File: config.mk
export PLATFORM = sky130hd
export DESIGN_NAME = vmicro16_core
export DESIGN_NICKNAME = d
export VERILOG_FILES = /design/src/vmicro16_pkg.sv /design/src/vmicro16_alu.sv /design/src/vmicro16_core.sv /design/src/vmicro16_dec.sv /design/src/vmicro16_regs.sv
export VERILOG_INCLUDE_DIRS = /design/src /design/src/src
export SDC_FILE = /design/constraint.sdc
export NUM_CORES = 1
export LEC_CHECK = 0
export BUFFER_PORTS_ARGS = -buffer_cell sky130_fd_sc_hd__buf_2
export CORE_UTILIZATION = 69
export DETAILED_ROUTE_END_ITERATION = 8
export PLACE_DENSITY = 0.89
export SETUP_SLACK_MARGIN = 0.05
export SYNTH_ARGS = -nofsm -noshare
export SYNTH_HDL_FRONTEND = slang
export SYNTH_SLANG_ARGS = --single-unit
export TNS_END_PERCENT = 10
File: constraint.sdc
create_clock -name clk -period 10.4 [get_ports clk]
set_clock_uncertainty 0.15 [all_clocks]
set_input_delay 0.52 -clock clk [delete_from_list [all_inputs] [get_ports clk]]
set_output_delay 0.52 -clock clk [all_outputs]
set_load 0.05 [all_outputs]
File: src/vmicro16_settings.svh
// Width and size macros for the vmicro16 execute datapath
`ifndef VMICRO16_SETTINGS_SVH
`define VMICRO16_SETTINGS_SVH

// Data word width
`define VM16_DATA_W 16

// Instruction word width
`define VM16_INSTR_W 16

// Number of general registers
`define VM16_REG_COUNT 8

// Register select width, log2 of the register count
`define VM16_REG_SEL_W 3

`endif

File: src/vmicro16_pkg.sv
// Shared types for vmicro16: word types, ISA opcodes and sub-ops,
// internal ALU operation encoding
`include "vmicro16_settings.svh"

package vmicro16_pkg;

        // Word types
        typedef logic [`VM16_DATA_W-1:0]    data_t;
        typedef logic [`VM16_INSTR_W-1:0]   instr_t;
        typedef logic [`VM16_REG_SEL_W-1:0] reg_sel_t;

        // Major opcode in instr[15:11]
        // Values not listed here are undefined
        typedef enum logic [4:0] {
                OP_NOP     = 5'd0,
                OP_MOV     = 5'd3,
                OP_MOVI    = 5'd4,
                OP_BIT     = 5'd6,
                OP_ARITH_U = 5'd7
        } opcode_e;

        // Sub-op in instr[4:0] for OP_BIT
        typedef enum logic [4:0] {
                BIT_OR    = 5'd0,
                BIT_XOR   = 5'd1,
                BIT_AND   = 5'd2,
                BIT_NOT   = 5'd3,
                BIT_LSHFT = 5'd4,
                BIT_RSHFT = 5'd5
        } bit_op_e;

        // Sub-op in instr[4:0] for OP_ARITH_U
        typedef enum logic [4:0] {
                ARITH_ADD = 5'd0,
                ARITH_SUB = 5'd1
        } arith_op_e;

        // Flattened operation handed from decoder to ALU
        typedef enum logic [3:0] {
                ALU_NOP, ALU_MOV, ALU_MOVI,
                ALU_OR, ALU_XOR, ALU_AND, ALU_NOT,
                ALU_LSHFT, ALU_RSHFT,
                ALU_ADD, ALU_SUB,
                ALU_BAD
        } alu_op_e;

endpackage

File: src/vmicro16_alu.sv
// ALU and writeback register stage: merges decoder fields with
// register operands, drives result, destination and status pulses
`timescale 1ns/10ps

module vmicro16_alu (
        input  logic                   clk,
        input  logic                   reset,
        // From decoder
        input  vmicro16_pkg::alu_op_e  alu_op_i,
        input  vmicro16_pkg::reg_sel_t dest_i,
        input  vmicro16_pkg::data_t    imm_i,
        input  logic                   has_we_i,
        input  logic                   bad_i,
        input  logic                   valid_i,
        // From register file
        input  vmicro16_pkg::data_t    d1_i,
        input  vmicro16_pkg::data_t    d2_i,
        // Writeback
        output logic                   wb_valid_o,
        output vmicro16_pkg::reg_sel_t wb_reg_o,
        output vmicro16_pkg::data_t    wb_data_o,
        output logic                   bad_instr_o
);
        // Combinational result
        vmicro16_pkg::data_t result;

        // d1 is rd's value, d2 is ra's value
        always_comb begin
                result = '0;
                case (alu_op_i)
                        vmicro16_pkg::ALU_MOV:   result = d2_i;
                        vmicro16_pkg::ALU_MOVI:  result = imm_i;
                        vmicro16_pkg::ALU_OR:    result = d1_i | d2_i;
                        vmicro16_pkg::ALU_XOR:   result = d1_i ^ d2_i;
                        vmicro16_pkg::ALU_AND:   result = d1_i & d2_i;
                        vmicro16_pkg::ALU_NOT:   result = ~d2_i;
                        // Full 16-bit amount, 16 and above shifts everything out
                        vmicro16_pkg::ALU_LSHFT: result = d1_i << d2_i;
                        vmicro16_pkg::ALU_RSHFT: result = d1_i >> d2_i;
                        // Wraps mod 2^16
                        vmicro16_pkg::ALU_ADD:   result = d1_i + d2_i;
                        vmicro16_pkg::ALU_SUB:   result = d1_i - d2_i;
                        // NOP and BAD produce nothing
                        default:                 result = '0;
                endcase
        end

        // Status pulses, one cycle each
        always_ff @(posedge clk) begin
                if (reset) begin
                        wb_valid_o  <= 1'b0;
                        bad_instr_o <= 1'b0;
                end else begin
                        wb_valid_o  <= valid_i && has_we_i;
                        bad_instr_o <= valid_i && bad_i;
                end
        end

        // Destination and data only move on a valid instruction
        always_ff @(posedge clk) begin
                if (valid_i) begin
                        wb_reg_o  <= dest_i;
                        wb_data_o <= result;
                end
        end

endmodule

File: src/vmicro16_core.sv
// vmicro16 execute core: decoder and register file in parallel,
// ALU writeback feeding the register file and the core outputs
`timescale 1ns/10ps

module vmicro16_core (
        input  logic                   clk,
        input  logic                   reset,
        input  logic                   instr_valid_i,
        input  vmicro16_pkg::instr_t   instr_i,
        output logic                   wb_valid_o,
        output vmicro16_pkg::reg_sel_t wb_reg_o,
        output vmicro16_pkg::data_t    wb_data_o,
        output logic                   bad_instr_o
);
        // Source selects straight from the instruction
        vmicro16_pkg::reg_sel_t rd_sel;
        vmicro16_pkg::reg_sel_t ra_sel;

        assign rd_sel = instr_i[10:8];
        assign ra_sel = instr_i[7:5];

        // Decoder to ALU
        vmicro16_pkg::alu_op_e  dec_alu_op;
        vmicro16_pkg::reg_sel_t dec_dest;
        vmicro16_pkg::data_t    dec_imm;
        logic                   dec_has_we;
        logic                   dec_bad;
        logic                   dec_valid;

        // Register file to ALU
        vmicro16_pkg::data_t    reg_rd1;
        vmicro16_pkg::data_t    reg_rd2;

        vmicro16_dec i_vmicro16_dec (
                .clk           (clk),
                .reset         (reset),
                .instr_valid_i (instr_valid_i),
                .instr_i       (instr_i),
                .alu_op_o      (dec_alu_op),
                .dest_o        (dec_dest),
                .imm_o         (dec_imm),
                .has_we_o      (dec_has_we),
                .bad_o         (dec_bad),
                .valid_o       (dec_valid)
        );

        // Write port fed back from the ALU writeback outputs
        vmicro16_regs i_vmicro16_regs (
                .clk   (clk),
                .reset (reset),
                .rs1_i (rd_sel),
                .rs2_i (ra_sel),
                .rd1_o (reg_rd1),
                .rd2_o (reg_rd2),
                .we_i  (wb_valid_o),
                .ws_i  (wb_reg_o),
                .wd_i  (wb_data_o)
        );

        vmicro16_alu i_vmicro16_alu (
                .clk         (clk),
                .reset       (reset),
                .alu_op_i    (dec_alu_op),
                .dest_i      (dec_dest),
                .imm_i       (dec_imm),
                .has_we_i    (dec_has_we),
                .bad_i       (dec_bad),
                .valid_i     (dec_valid),
                .d1_i        (reg_rd1),
                .d2_i        (reg_rd2),
                .wb_valid_o  (wb_valid_o),
                .wb_reg_o    (wb_reg_o),
                .wb_data_o   (wb_data_o),
                .bad_instr_o (bad_instr_o)
        );

endmodule

File: src/vmicro16_dec.sv
// Registered instruction decoder: opcode and sub-op to ALU operation,
// destination select, sign-extended immediate and status flags
`timescale 1ns/10ps
`include "vmicro16_settings.svh"

module vmicro16_dec (
        input  logic                         clk,
        input  logic                         reset,
        input  logic                         instr_valid_i,
        input  vmicro16_pkg::instr_t         instr_i,
        output vmicro16_pkg::alu_op_e        alu_op_o,
        output vmicro16_pkg::reg_sel_t       dest_o,
        output vmicro16_pkg::data_t          imm_o,
        output logic                         has_we_o,
        output logic                         bad_o,
        output logic                         valid_o
);
        // Instruction fields
        vmicro16_pkg::opcode_e   opcode;
        vmicro16_pkg::bit_op_e   bit_op;
        vmicro16_pkg::arith_op_e arith_op;
        logic [7:0]              imm8;

        // Decoded, not yet registered
        vmicro16_pkg::alu_op_e   alu_op;
        logic                    has_we;

        assign opcode   = vmicro16_pkg::opcode_e'(instr_i[15:11]);
        // Same low five bits, read per opcode group
        assign bit_op   = vmicro16_pkg::bit_op_e'(instr_i[4:0]);
        assign arith_op = vmicro16_pkg::arith_op_e'(instr_i[4:0]);
        assign imm8     = instr_i[7:0];

        // Opcode and sub-op to internal ALU op
        always_comb begin
                alu_op = vmicro16_pkg::ALU_BAD;
                case (opcode)
                        vmicro16_pkg::OP_NOP:  alu_op = vmicro16_pkg::ALU_NOP;
                        vmicro16_pkg::OP_MOV:  alu_op = vmicro16_pkg::ALU_MOV;
                        vmicro16_pkg::OP_MOVI: alu_op = vmicro16_pkg::ALU_MOVI;
                        vmicro16_pkg::OP_BIT: begin
                                case (bit_op)
                                        vmicro16_pkg::BIT_OR:    alu_op = vmicro16_pkg::ALU_OR;
                                        vmicro16_pkg::BIT_XOR:   alu_op = vmicro16_pkg::ALU_XOR;
                                        vmicro16_pkg::BIT_AND:   alu_op = vmicro16_pkg::ALU_AND;
                                        vmicro16_pkg::BIT_NOT:   alu_op = vmicro16_pkg::ALU_NOT;
                                        vmicro16_pkg::BIT_LSHFT: alu_op = vmicro16_pkg::ALU_LSHFT;
                                        vmicro16_pkg::BIT_RSHFT: alu_op = vmicro16_pkg::ALU_RSHFT;
                                        // Undefined bit sub-op
                                        default:                 alu_op = vmicro16_pkg::ALU_BAD;
                                endcase
                        end
                        vmicro16_pkg::OP_ARITH_U: begin
                                case (arith_op)
                                        vmicro16_pkg::ARITH_ADD: alu_op = vmicro16_pkg::ALU_ADD;
                                        vmicro16_pkg::ARITH_SUB: alu_op = vmicro16_pkg::ALU_SUB;
                                        // Undefined arith sub-op
                                        default:                 alu_op = vmicro16_pkg::ALU_BAD;
                                endcase
                        end
                        // Undefined major opcode
                        default: alu_op = vmicro16_pkg::ALU_BAD;
                endcase
        end

        // Every defined op except NOP writes rd
        assign has_we = (alu_op != vmicro16_pkg::ALU_NOP) &&
                        (alu_op != vmicro16_pkg::ALU_BAD);

        // Control flags, qualified by the input strobe
        always_ff @(posedge clk) begin
                if (reset) begin
                        valid_o  <= 1'b0;
                        bad_o    <= 1'b0;
                        has_we_o <= 1'b0;
                end else begin
                        valid_o  <= instr_valid_i;
                        bad_o    <= instr_valid_i && (alu_op == vmicro16_pkg::ALU_BAD);
                        has_we_o <= instr_valid_i && has_we;
                end
        end

        // Payload follows every cycle
        always_ff @(posedge clk) begin
                alu_op_o <= alu_op;
                // rd doubles as destination
                dest_o   <= instr_i[10:8];
                // Sign-extend imm8 to a full word
                imm_o    <= {{(`VM16_DATA_W-8){imm8[7]}}, imm8};
        end

endmodule

File: src/vmicro16_regs.sv
// Register file: eight words, two registered write-first read ports,
// one write port, cleared on reset
`timescale 1ns/10ps
`include "vmicro16_settings.svh"

module vmicro16_regs (
        input  logic                   clk,
        input  logic                   reset,
        // Read selects, rd and ra
        input  vmicro16_pkg::reg_sel_t rs1_i,
        input  vmicro16_pkg::reg_sel_t rs2_i,
        output vmicro16_pkg::data_t    rd1_o,
        output vmicro16_pkg::data_t    rd2_o,
        // Writeback port
        input  logic                   we_i,
        input  vmicro16_pkg::reg_sel_t ws_i,
        input  vmicro16_pkg::data_t    wd_i
);
        // Storage
        vmicro16_pkg::data_t    regs_q [`VM16_REG_COUNT];

        // Registered read data and the selects that produced it
        vmicro16_pkg::data_t    rd1_q;
        vmicro16_pkg::data_t    rd2_q;
        vmicro16_pkg::reg_sel_t rs1_q;
        vmicro16_pkg::reg_sel_t rs2_q;

        // Write port, all words cleared on reset
        always_ff @(posedge clk) begin
                if (reset) begin
                        for (int i = 0; i < `VM16_REG_COUNT; i++) begin
                                regs_q[i] <= '0;
                        end
                end else if (we_i) begin
                        regs_q[ws_i] <= wd_i;
                end
        end

        // Read ports, write-first when the same word is written this edge
        always_ff @(posedge clk) begin
                rs1_q <= rs1_i;
                rs2_q <= rs2_i;
                if (we_i && (ws_i == rs1_i))
                        rd1_q <= wd_i;
                else
                        rd1_q <= regs_q[rs1_i];
                if (we_i && (ws_i == rs2_i))
                        rd2_q <= wd_i;
                else
                        rd2_q <= regs_q[rs2_i];
        end

        // The writeback of the instruction one ahead lands during this
        // read cycle, so forward it over the registered data
        assign rd1_o = (we_i && (ws_i == rs1_q)) ? wd_i : rd1_q;
        assign rd2_o = (we_i && (ws_i == rs2_q)) ? wd_i : rd2_q;

endmodule

* Word level (Yosys, flattened, before mapping)
Memory sizes are Yosys's and may differ from the RTL's. Index checks and enable logic that the tools add are counted.
Cells by class: add/sub/neg operators 2, eq/ne operators 25, shift-type cells 2, muxes and demuxes 16, bitwise operators 4, reductions and logical operators 13
Operator list (number):
- 16-bit case mux with 10 select lines | 1
- 16-bit 2-to-1 mux | 5
- 5-bit by 3-bit equality test with 1-bit output (second input constant) | 5
- 4-bit case mux with 6 select lines | 1
- 4-bit case mux with 5 select lines | 1
- 16-bit adder | 1
- 16-bit bitwise AND | 1
- 4-bit by 3-bit equality test with 1-bit output (second input constant) | 4
- 4-bit equality test (second input constant) | 4
- 16-bit NOT | 1
- 16-bit OR | 1
- 16-bit OR reduction | 1
- 16-bit by 16-bit left shift with 16-bit output | 1
- 16-bit by 16-bit >> shifter with 16-bit output | 1
- 16-bit subtractor | 1
- 16-bit XOR | 1
- 5-bit by 2-bit equality test with 1-bit output (second input constant) | 3
- 3-bit equality test | 4
- 5-bit zero test | 2
- 1-bit logical AND | 9
- 4-bit by 2-bit equality test with 1-bit output (second input constant) | 2
- 1-bit 2-to-1 mux | 6
- 5-bit by 1-bit equality test with 1-bit output (second input constant) | 1
- 4-bit by 1-bit equality test with 1-bit output (second input constant) | 1
- 4 further kinds | 4
Word-level totals: flip-flop bits (word level) 74, bits in writable memories 128, input bits 19, output and inout port bits 21, logic and storage cells 76, memories kept 1
Memories:
- i_vmicro16_regs.regs_q | depth 8, width 16, read ports 2, clocked after Yosys merged registers in 0, write ports 8, RTL line vmicro16_regs.sv:20 | vmicro16_pkg::data_t regs_q [`VM16_REG_COUNT];

* Logic depth before layout (Yosys ltp)
Gate-level depths: netlist of the first run.
word-level depth 6, mapped depth 21, depth with buffers taken out 16

* Modules after synthesis
Synthesis of the first run repeated with hierarchy kept, for this count alone.
Second synthesis, totals: cells, all modules 1173, area, all modules 13940.9 µm²
Modules (own cells, without submodules):
- vmicro16_regs | times used 1, cells each 543, area an instance 8717.1 µm², sequential area each 4604.4 µm²
- vmicro16_alu | times used 1, cells each 577, area an instance 4614.4 µm², sequential area each 610.6 µm²
- vmicro16_dec | times used 1, cells each 53, area an instance 609.3 µm², sequential area each 360.3 µm²

* Worst setup path after synthesis of the first run
Ideal clock, no wire load.
path kind register -> register, start point register i_vmicro16_alu.wb_reg_o[2], end point register i_vmicro16_alu.wb_data_o[14] (data pin), library setup time 0.261 ns, data arrival time 4.624 ns, data required time 9.989 ns, path slack 5.365 ns, cell stages (with the launch flop) 19, path buffers 3, period minus slack after synthesis 5.035 ns, cell sequence edfxtp_1 > buf_4 > xnor2_2 > nand4_4 > mux2i_1 > clkbuf_1 > clkbuf_1 > ha_1 > nor2_1 > xnor2_1 > ha_1 > a21oi_1 > o21ai_0 > o221ai_1 > o211ai_1 > o21a_1 > o21ai_0 > mux2i_1 > a311o_1
On the way: longest elaborated chain between the ends 5, elaborated cells between the ends (all ways) 15, classes of those cells 2 x add/sub; 2 x eq/ne; 2 x shift; 3 x mux; 4 x bitwise; 2 x reduce/logical
RTL lines:
- start: declaration | RTL line vmicro16_alu.sv:20 | output vmicro16_pkg::reg_sel_t wb_reg_o,
- start signal: assignment | RTL line vmicro16_alu.sv:62 | wb_reg_o <= dest_i;
- 3-bit equality test, on equally long branches | RTL line vmicro16_regs.sv:55, vmicro16_regs.sv:56
- 1-bit logical AND, on equally long branches | RTL line vmicro16_regs.sv:55, vmicro16_regs.sv:56
- 16-bit 2-to-1 mux, on equally long branches | RTL line vmicro16_regs.sv:55, vmicro16_regs.sv:56
- 16-bit subtractor (tied with other cells) | RTL line vmicro16_alu.sv:42 | vmicro16_pkg::ALU_SUB: result = d1_i - d2_i;
- 16-bit case mux with 10 select lines (*) | RTL line vmicro16_alu.sv:30 | case (alu_op_i)
- via i_vmicro16_alu.result[14] | RTL line vmicro16_alu.sv:25 | vmicro16_pkg::data_t result;
- end signal: assignment | RTL line vmicro16_alu.sv:63 | wb_data_o <= result;
- end: declaration | RTL line vmicro16_alu.sv:21 | output vmicro16_pkg::data_t wb_data_o,
Mark *: on every way through the listed nets, which the timed path passes. The rest lies on a longest branch. A chain may end at the register's enable or synchronous reset.

* Worst setup path in the final report of the first run
start point register i_vmicro16_alu.wb_reg_o[2], end point register i_vmicro16_alu.wb_data_o[12] (data pin)
The elaborated chain is that of the path after synthesis.

==> results of run 1 <==
per-stage QoR:
stage,worst slack [ns],power [uW],hold WS [ns],utilization [%],cell area (um2)
floorplan,5.37,1290,0.279,-,13500
global placement,4.83,1400,0.285,72.7,13800
detailed placement,4.53,1420,0.292,72.7,13800
CTS,4.51,2080,0.0308,75.9,14400
global route,4.02,2160,0.0245,75.9,14400
finish,4.41,2110,0.0304,75.9,14400
worst min path at each step:
stage                                   from                         end  slack, ns  cells past startpoint
floorplan           i_vmicro16_regs.rs1_q[0]  i_vmicro16_alu.wb_reg_o[0]       0.28                      0
CTS                               instr_i[3]     i_vmicro16_dec.imm_o[3]       0.03                      1
finish                            instr_i[3]     i_vmicro16_dec.imm_o[3]       0.03                      1
global route                      instr_i[3]     i_vmicro16_dec.imm_o[3]       0.02                      1
detailed placement  i_vmicro16_regs.rs1_q[1]  i_vmicro16_alu.wb_reg_o[1]       0.29                      0
global placement    i_vmicro16_regs.rs1_q[2]  i_vmicro16_alu.wb_reg_o[2]       0.29                      0
flip-flops by register name, indices dropped and copies added, names as in the netlist, 2 cells and up:
signal,count
i_vmicro16_regs.regs_q,128
i_vmicro16_dec.alu_op_o,4
i_vmicro16_alu.wb_reg_o,3
i_vmicro16_regs.rd1_q,16
i_vmicro16_dec.imm_o,6
i_vmicro16_regs.rd2_q,16
i_vmicro16_regs.rs1_q,3
i_vmicro16_alu.wb_data_o,16
i_vmicro16_regs.rs2_q,2
cells by family (layout without fill, tap and decap cells):
| kind of cell | Yosys count | count (layout) |
|---|---|---|
| adder cells (fa/ha/maj) | 49 | 49 |
| XOR/XNOR | 38 | 38 |
| buffers and inverters | 133 | 130 |
| multiplexers | 180 | 180 |
| flip-flops | 199 | 199 |
| AO/OA/AOI/OAI | 218 | 218 |
| AND/OR/NAND/NOR | 450 | 450 |
synth_stat cells, types with 13 or more instances:
library cell	n
mux2i_1	89
nand2b_1	13
clkbuf_1	69
mux4_2	77
a21oi_1	73
edfxtp_1	147
o211ai_1	17
nor2_1	112
ha_1	48
buf_1	13
inv_1	35
nand3_1	24
xnor2_1	28
and2_1	135
nor3_1	26
a31oi_1	16
nand2_1	91
dfxtp_1	52
o21ai_0	33
report_power, final:
group          total [uW]  switching (uW)  internal, uW
clock                 685             357           328
sequential            943            50.9           892
combinational         478             291           187
area by class of cell:
cell class / count / area, um2
Clock buffer: 18 / 429
Clock inverter: 14 / 179
Fill cell: 1201 / 4570
Inverter: 37 / 139
Multi-Input combinational cell: 935 / 7500
Sequential cell: 199 / 5460
Tap cell: 260 / 325
Timing Repair Buffer: 61 / 360
worst max-delay path, cell delays in order, from the launching register on:
cell	delay (ns)
edfxtp_1	0.56
xnor2_2	0.27
nand4_4	0.55
mux2_4	0.67
inv_2	0.10
buf_4	0.38
ha_1	0.33
nor2_1	0.09
xnor2_1	0.18
ha_1	0.34
a21oi_1	0.09
o21ai_0	0.34
o221ai_1	0.30
o211ai_1	0.40
mux2i_1	0.23
a21oi_1	0.09
a2111oi_0	0.42
nand4_1	0.18
per-layer routing:
metal	vias up	GRT usage, %
met5	-	0
met4	0	18.3
met3	147	8.20
met2	825	67.8
met1	5206	55.6
li1	4660	-
==> metrics.md, run 1 <==
| Metric | Value |
|---|---|
| Register bit total from synthesis | 199 |
| Largest family of logic cells by synthesized area | multiplexers |
| Post-Synth Simple-Gate Area | 17.1% |
| Vias in the first global route | approximately 10000 |
| Ranking of synthesized cells by area | edfxtp_1, mux4_2, dfxtp_1 |
| PortBufs | 39 |
| GRT Util Overall | 42.0% |
| TritonCTS clock tree | done |
| Routed Antenna Nets | 0 |
| Synth cell types | 76 |
| Die boundary height | approximately 140 um |
| Worst setup path start | i_vmicro16_alu.wb_reg_o[2] |
| Startpoint type of the worst setup path | flop |
| Vias per cell | 7.11 |
| Crit Path Max Fanout | 31 |
| WL final | 40.9 mm |
| Initial antenna violation count | 0 |
| Core area | roughly 19000 um2 |
| Root Buffer | clkbuf_16 |
| Htree depth | 4 |
| CTS Hold Bufs | 0 |
| Gpl congestion | 1.04 |
| Most frequent cells in the layout | edfxtp_1, and2_1, nor2_1 |
| Nets | 1319 |
| P&R area growth vs syn | 6.68% |
| Setup TNS | 0 ns |
| Most common cell after layout, fill and taps aside | edfxtp_1 |
| M1 WL | ~15 mm |
| Post-synth top area share | 32.7% |
| Post-synthesis net count | approximately 1300 |
| Metal3 WL | 4.70 mm |
| Max Clk Rate | 167 MHz |
| Mux share of post-synthesis cell area | 20.7% |
| Post-cts sizing count | 0 |
| Fin cells | approximately 1500 |
| Rows | 50 |
| Clk slew on worst S/H paths | around 0.09 ns |
| Placed cell count | 1492 |
| First-pass GRT wire length | 61.7 mm |
| Slew of the pin with the lowest slew margin | 1.31 ns |
| Clock Path Buffers | 2 |
| Ys Warns | 0 |
| Ys flop type | edfxtp_1 |
| Adder-cell share of the synthesized area | 4.60% |
| Seq/Total Area, Yosys | approximately 40% |
| Max-cap violations | 0 |
| R2R cell count | 17 |
| VDD IR max | ~0.12 mV |
| Post-CTS Setup Inserts | 0 |
| Mapped Area | around 13000 um2 |
| CP Capture Type | flop |
| Share of post-route cells with drive strength above 1 | 16.1% |
| Met2 Wirelength | 19.3 mm |
| Post-route DRC violation count | 0 |
| Post-synth top area cell | edfxtp_1 |
| Worst-Skew Late Latency | 0.45 ns |
| R2r setup slk | between 4 and 5 ns |
| Fin. Hold Viols | 0 |
| Clock period minus worst slack | about 6.0 ns |
| Reg2Reg Capture Point | i_vmicro16_alu.wb_data_o[12] |
| GRT Residual Overflow | 0 |
| Die area | 20100 um2 |
| Post-Syn Instances | 1267 |
| Die W | roughly 140 um |
| Status | finished, final reports clean |
| Initial core utilization | 71.1% |
| Crit Path Category | flop to flop |
| Post-synth EDFFs | 147 |
| Fraction of registers with async set/reset | 0% |
| Syn Area/Cell | 10.6 um2 |
| Routed wire length per instance | 26.8 um |
| Initial DRC count | ~1400 |
| Total I/O pin count | 40 |
| Inserted Diodes | 0 |
| Worst rel slew slack | approximately an eighth |
| Unrepaired setup endpoints after global routing | false |
| P_leak | 0.00582 uW |
| Slew Limit Fails | 0 |
| Pre-antenna DRT Iters | 6 |
| TritonCTS Buffers | 17 |
| CP required | roughly 10 ns |
| Highest Signal Layer | met4 |
| Worst hold path type | input pin to flop |
| Crit path to | i_vmicro16_alu.wb_data_o[12] |
| Xor/xnor share of the synthesized area | 2.64% |
| Final setup viols | 0 |
| Synth Area in Compound Gates | 10.5% |
| Fin crit share | just under 60% |
| Vias | 10838 |
| R2R Path Start | i_vmicro16_alu.wb_reg_o[2] |
| CP arrival | 6.01 ns |
| Clock sinks | approximately 200 |
| Largest net degree at the start of global routing | 37 |
| P per Cell Area | ~150 nW/um2 |
| DP Wirelength | 27.0 mm |
Note: power is estimated with default switching activity, not from simulation.
==> inputs of run 2 (changes only) <==
Settings changed: CORE_UTILIZATION 69 to 64, PLACE_DENSITY 0.89 to 0.84.
Clock period 10.4 ns to 5.65 ns, I/O delays scaled along.
==> run 2 against run 1 <==
  * First-iteration DRC count fell by 12%
  * Largest power group unchanged
  * Wire length fell by 3.8%
  * Sequential power rose by 83%
  * Critical path type unchanged
  * Fmax rose by 24%
  * Power rose by 83%
  * Die area rose by 7.7%
  * Clock power rose by 81%
  * Sequential share of layout area fell by 0.42 points
  * Worst hold slack improved by 0.012 ns
  * Register-to-register slack got worse by 3.6 ns
  * Non-clock buffer count rose by 17
==> metrics.md, run 2 (same netlist as run 1, synthesis figures left out) <==
| Metric | Value |
|---|---|
| Status | finished, final reports clean |
| Max Clk Rate | 207 MHz (+24%) |
| Crit Path Max Fanout | 15 (-52%) |
| Fin cells | 1551 (+1.8%) |
| Crit Path Category | flop to flop |
| Buf+Inv Stages, Crit Path | 3 (+1) |
| Die W | 147 um (+3.8%) |
| Post-route DRC violation count | 0 (unchanged) |
| Worst hold start | instr_i[13] |
| Worst path cell trace | xnor2_2 -> nand4_4 -> mux2i_1 -> buf_4 -> inv_1 -> buf_4 -> nor2_1 -> a41oi_1 -> nor2_1 -> a31oi_1 -> xnor2_1 -> ha_1 -> nor3b_1 -> o21ai_0 -> o2111ai_1 -> a311oi_1 -> o311ai_1 -> a311o_1 |
| Worst-Skew Late Latency | 0.45 ns (about the same) |
| Core area | 20400 um2 (+7.8%) |
| Vias in the first global route | 10256 (-0.49%) |
| CP max stage cell | edfxtp_1 |
| Worst setup path start | i_vmicro16_alu.wb_reg_o[0] |
| Setup TNS | 0 ns (unchanged) |
| Worst rel slew slack | 13.1% (+0.99 points) |
| Vias | 10528 (-2.9%) |
| Initial core utilization | 66.0% (-5.1 points) |
| CP required | 5.70 ns (-4.71 ns) |
| VDD IR max | 0.212 mV (+71%) |
| CP max stage delay | 0.57 ns (-0.10 ns) |
| R2R Path Start | i_vmicro16_alu.wb_reg_o[0] |
| Worst hold path type | input pin to flop |
| Clk slew on worst S/H paths | 0.09 ns (about the same) |
| GRT Util Overall | 37.6% (-4.4 points) |
| Initial DRC count | 1262 (-12%) |
| Inserted Diodes | 0 (unchanged) |
| Most frequent cells in the layout | edfxtp_1, and2_1, nor2_1 |
| CP delay by family, top | compound AO/OA/AOI/OAI gates |
| GRT Residual Overflow | 0 (unchanged) |
| TritonCTS clock tree | done |
| First-pass GRT wire length | 60.6 mm (-1.9%) |
| Total I/O pin count | 40 (unchanged) |
| Fin crit share | 85.3% (+28 points) |
| Htree depth | 4 (unchanged) |
| Root Buffer | clkbuf_16 |
| P per Cell Area | 265 nW/um2 (+81%) |
| P&R area growth vs syn | 7.87% |
| Final hold slack | 0.0421 ns (+0.0118 ns) |
| Max-cap violations | 0 (unchanged) |
| Largest net degree at the start of global routing | 37 (unchanged) |
| Die area | 21700 um2 (+7.7%) |
| Gpl congestion | 1.02 (-2.0%) |
| Slew of the pin with the lowest slew margin | 1.30 ns (-0.0147 ns) |
| Pre-antenna DRT Iters | 7 (+1) |
| Final setup viols | 0 (unchanged) |
| Vias per cell | 6.79 (-4.6%) |
| Fin. Hold Viols | 0 (unchanged) |
| Post-CTS Setup Inserts | 0 (unchanged) |
| Slew Limit Fails | 0 (unchanged) |
| Routed wire length per instance | 25.4 um (-5.5%) |
| Routed Antenna Nets | 0 (unchanged) |
| Placed cell count | 1508 (+1.1%) |
| Unrepaired setup endpoints after global routing | false |
| DP Wirelength | 27.7 mm (+2.3%) |
| P_leak | 0.00589 uW (+1.2%) |
| CP Capture Type | flop |
| Startpoint type of the worst setup path | flop |
| Clock Path Buffers | 2 (unchanged) |
| WL final | 39.3 mm (-3.8%) |
| Clock sinks | 199 (unchanged) |
| TritonCTS Buffers | 17 (unchanged) |
| Most common cell after layout, fill and taps aside | edfxtp_1 |
| PortBufs | 39 (unchanged) |
| Largest reg by FF count | i_vmicro16_regs.regs_q |
| Rows | 52 (+4.0%) |
| Initial antenna violation count | 0 (unchanged) |
| Clock period minus worst slack | 4.82 ns (-1.17 ns) |
| Share of post-route cells with drive strength above 1 | 16.2% (+0.18 points) |
| CP arrival | 4.87 ns (-1.14 ns) |
| Nets | 1336 (+1.3%) |
| Largest register FFs | 128 (unchanged) |
| Die boundary height | 147 um (+3.8%) |
run 2: stage by stage:
stage,setup slack [ns],util (%),total power [uW],cell area (um2)
finish,0.830,71.2,3860,14500
global route,0.490,71.2,3990,14500
CTS,0.847,71.2,3840,14500
detailed placement,0.858,67.7,2610,13800
global placement,0.994,67.7,2590,13800
floorplan,0.615,-,2370,13500
run 2: power breakdown:
| group | total (uW) | switching, uW | internal [uW] | leakage [uW] |
|---|---|---|---|---|
| registers | 1730 | 92.9 | 1640 | 0.00194 |
| clock network | 1240 | 640 | 603 | 0.000288 |
| logic | 880 | 525 | 355 | 0.00367 |
| total | 3860 | 1260 | 2600 | 0.00589 |
run 2: worst register-to-register path: cells and delay by family, from the launching register on:
family,cells,cell delay (ns)
fa+ha+maj,1,0.36
flops,1,0.57
buf+inv,3,0.52
compound gates,7,1.37
mux,1,0.21
xor+xnor,2,0.45
simple gates,4,0.94
run 2: worst paths after layout:
| path | to | slack [ns] | cells past startpoint |
|---|---|---|---|
| max reg2reg | i_vmicro16_alu.wb_data_o[14] | 0.83 | 18 |
| max | i_vmicro16_alu.wb_data_o[14] | 0.83 | 18 |
| min | i_vmicro16_dec.alu_op_o[3] | 0.04 | 3 |
| min reg2reg | i_vmicro16_alu.wb_reg_o[2] | 0.31 | 0 |
run 2: repair_timing:
item / in CTS / in global routing
hold endpoints to repair: 10 / 0
hold buffers: 11 / 0
resized for setup: 0 / 0
run 2: layer usage:
metal / GRT usage, % / vias up / routed length (um)
li1: - / 4713 / -
met1: 50.2 / 5105 / 15200
met2: 60.0 / 622 / 18700
met3: 8.01 / 88 / 4210
met4: 15.2 / 0 / 1270
met5: 0 / - / 0
run 2: final cells by class:
| class | instances | area, um2 |
|---|---|---|
| multi-input cells | 935 | 7490 |
| fillers | 1480 | 5880 |
| flip-flops and latches | 199 | 5460 |
| repair buffers | 78 | 515 |
| clock buffers | 18 | 429 |
| well taps | 270 | 338 |
| clock inverters | 14 | 174 |
| inverters | 37 | 139 |
==> inputs of run 3 (changes only) <==
Settings changed: CORE_ASPECT_RATIO set to 1.75, MAX_ROUTING_LAYER set to met4.
Clock period 5.65 ns to 5.5 ns, I/O delays scaled along.
==> run 3 against run 2 <==
  * Sequential share of layout area hardly changed
  * Critical path type unchanged
  * Non-clock buffer count is 8 higher
  * Worst hold slack better by 0.023 ns
==> metrics.md, run 3 (same netlist as run 1, synthesis figures left out) <==
| Metric | Value |
|---|---|
| Htree depth | 4 (unchanged) |
| Initial antenna violation count | 0 (unchanged) |
| TritonCTS clock tree | done |
| Final hold slack | 0.0646 ns (+0.0225 ns) |
| Max Clk Rate | 201 MHz (-3.0%) |
| Slew of the pin with the lowest slew margin | 1.23 ns (-0.0646 ns) |
| Worst-Skew Late Latency | 0.46 ns (about the same) |
| Final core utilization | 71.2% (about the same) |
| Largest register FFs | 128 (unchanged) |
| Hold EP | i_vmicro16_dec.alu_op_o[3] |
| Nets | 1344 (+0.60%) |
| P per Cell Area | 271 nW/um2 (+2.3%) |
| DP Wirelength | 30.1 mm (+8.9%) |
| Initial DRC count | 850 (-33%) |
| Fin. Hold Viols | 0 (unchanged) |
| Routed wire length per instance | 27.5 um (+8.5%) |
| Hold depth | 3 (unchanged) |
| Root Buffer | clkbuf_16 |
| Worst hold path type | input pin to flop |
| Clk slew on worst S/H paths | 0.08 ns (about the same) |
| Placed cell count | 1493 (-0.99%) |
| Die area | 21700 um2 (+0.11%) |
| Setup TNS | 0 ns (unchanged) |
| VDD IR max | 0.332 mV (+57%) |
| GRT Util Overall | 41.9% (+4.3 points) |
| Most common cell after layout, fill and taps aside | edfxtp_1 |
| Pre-antenna DRT Iters | 7 (unchanged) |
| GRT Residual Overflow | 0 (unchanged) |
| Gpl congestion | 1.08 (+5.5%) |
| Worst hold start | instr_i[13] |
| Worst rel slew slack | 17.3% (+4.2 points) |
| Vias per cell | 7.01 (+3.2%) |
| Initial core utilization | 65.9% (-0.10 points) |
| R2R cell count | 15 (-3) |
| Largest reg by FF count | i_vmicro16_regs.regs_q |
| TritonCTS Buffers | 17 (unchanged) |
| CP Capture Type | flop |
| Vias in the first global route | 10955 (+6.8%) |
| Vias | 10772 (+2.3%) |
| P_leak | 0.00594 uW (+0.81%) |
| P&R area growth vs syn | 7.97% (about the same) |
| WL final | 42.3 mm (+7.5%) |
| Clock sinks | 199 (unchanged) |
| Clock period minus worst slack | 4.97 ns (+0.148 ns) |
| Most frequent cells in the layout | edfxtp_1, and2_1, nor2_1 |
| CP max stage cell | edfxtp_1 |
| Unrepaired setup endpoints after global routing | false |
| Largest net degree at the start of global routing | 37 (unchanged) |
| Rows | 69 (+33%) |
| Fin crit share | 90.3% (+5.0 points) |
| Max-cap violations | 0 (unchanged) |
| R2r setup slk | 0.53 ns (-0.30 ns) |
| Reg2Reg Capture Point | i_vmicro16_alu.wb_data_o[14] |
| Total I/O pin count | 40 (unchanged) |
| Routed Antenna Nets | 0 (unchanged) |
| Slew Limit Fails | 0 (unchanged) |
| Inserted Diodes | 0 (unchanged) |
| Clock Path Buffers | 2 (unchanged) |
| PortBufs | 39 (unchanged) |
| Post-cts sizing count | 0 (unchanged) |
| CP max stage delay | 0.59 ns (+0.02 ns) |
| Die W | 112 um (-24%) |
| Post-route DRC violation count | 0 (unchanged) |
| Die boundary height | 194 um (+32%) |
| Fin cells | 1537 (-0.90%) |
| Fillers | 1470 (-0.68%) |
| Crit Path Category | flop to flop |
| Worst path cell trace | xnor2_2 -> nand4_4 -> buf_4 -> o41ai_1 -> a41oi_1 -> nor2_1 -> a31oi_1 -> xnor2_1 -> ha_1 -> nor3b_1 -> o21ai_0 -> o2111ai_1 -> a311oi_1 -> o311ai_1 -> a311o_1 |
| First-pass GRT wire length | 64.8 mm (+6.9%) |
| Share of post-route cells with drive strength above 1 | 16.8% (+0.52 points) |
| Core area | 20500 um2 (+0.15%) |
| CP required | 5.56 ns (-0.14 ns) |
| Startpoint type of the worst setup path | flop |
| Final setup viols | 0 (unchanged) |
| R2R Path Start | i_vmicro16_alu.wb_reg_o[0] |
| CP arrival | 5.03 ns (+0.16 ns) |
| Crit Path Max Fanout | 24 (+9) |
| Post-CTS Setup Inserts | 0 (unchanged) |
| Status | finished, final reports clean |
==> run 3: changes by cell type in the layout (fill, tap and decap cells not counted), moves of 2 or more <==
cell	previous run	this run
clkinv_8	5	0
inv_6	3	0
clkinv_4	1	4
buf_4	28	35
clkbuf_8	0	2
inv_4	0	3
==> run 3: where the power goes <==
| group | switching (uW) | internal (uW) |
|---|---|---|
| logic | 551 | 366 |
| registers | 95.4 | 1690 |
| clock network | 604 | 645 |
==> run 3: what timing repair did <==
| action | CTS | global route |
|---|---|---|
| hold endpoints to repair | 10 | 0 |
| hold buffers | 12 | 0 |
| setup endpoints to repair | 0 | 0 |
==> run 3: worst max-delay path, delay by kind of cell, from the launching register on <==
kind / cells / cell delay (ns)
flops: 1 / 0.59
buf+inv: 1 / 0.34
simple gates: 3 / 0.74
xor+xnor: 2 / 0.44
compound gates: 8 / 2.10
fa+ha+maj: 1 / 0.36
==> run 3: worst max-delay path by stage <==
stage	startpoint	end	slack [ns]
final	i_vmicro16_alu.wb_reg_o[0]	i_vmicro16_alu.wb_data_o[14]	0.53
after global routing	i_vmicro16_alu.wb_reg_o[1]	i_vmicro16_alu.wb_data_o[12]	0.11
after CTS	i_vmicro16_alu.wb_reg_o[1]	i_vmicro16_alu.wb_data_o[12]	0.58
after detailed placement	i_vmicro16_alu.wb_reg_o[1]	i_vmicro16_alu.wb_data_o[12]	0.62
after global placement	i_vmicro16_alu.wb_reg_o[1]	i_vmicro16_alu.wb_data_o[14]	0.76
after floorplan	i_vmicro16_alu.wb_reg_o[2]	i_vmicro16_alu.wb_data_o[14]	0.47
==> run 3: stage by stage <==
step | total power, uW | area, um2 | worst slack (ns)
after global routing | 4070 | 14600 | 0.109
after floorplan | 2440 | 13500 | 0.465
after global placement | 2680 | 13900 | 0.758
final | 3950 | 14600 | 0.533
after detailed placement | 2700 | 13900 | 0.619
after CTS | 3930 | 14600 | 0.578
==> run 3: area by class of cell <==
class,instances,area [um2],share of cell area [%]
Inverter,37,139,0.954
Sequential cell,199,5460,37.5
Tap cell,248,310,2.13
Multi-Input combinational cell,935,7490,51.5
Clock buffer,20,478,3.28
Clock inverter,12,104,0.713
Timing Repair Buffer,86,578,3.97
==> run 3: metal layers <==
metal / global-route usage (%) / share of wire (%) / wire length (um) / vias up
met5: - / 0 / 0 / -
met4: 29.5 / 7.6 / 3230 / 0
met3: 6.06 / 7.3 / 3100 / 198
met2: 71.3 / 52 / 21900 / 633
met1: 44.3 / 33 / 14100 / 5228
li1: - / - / - / 4713
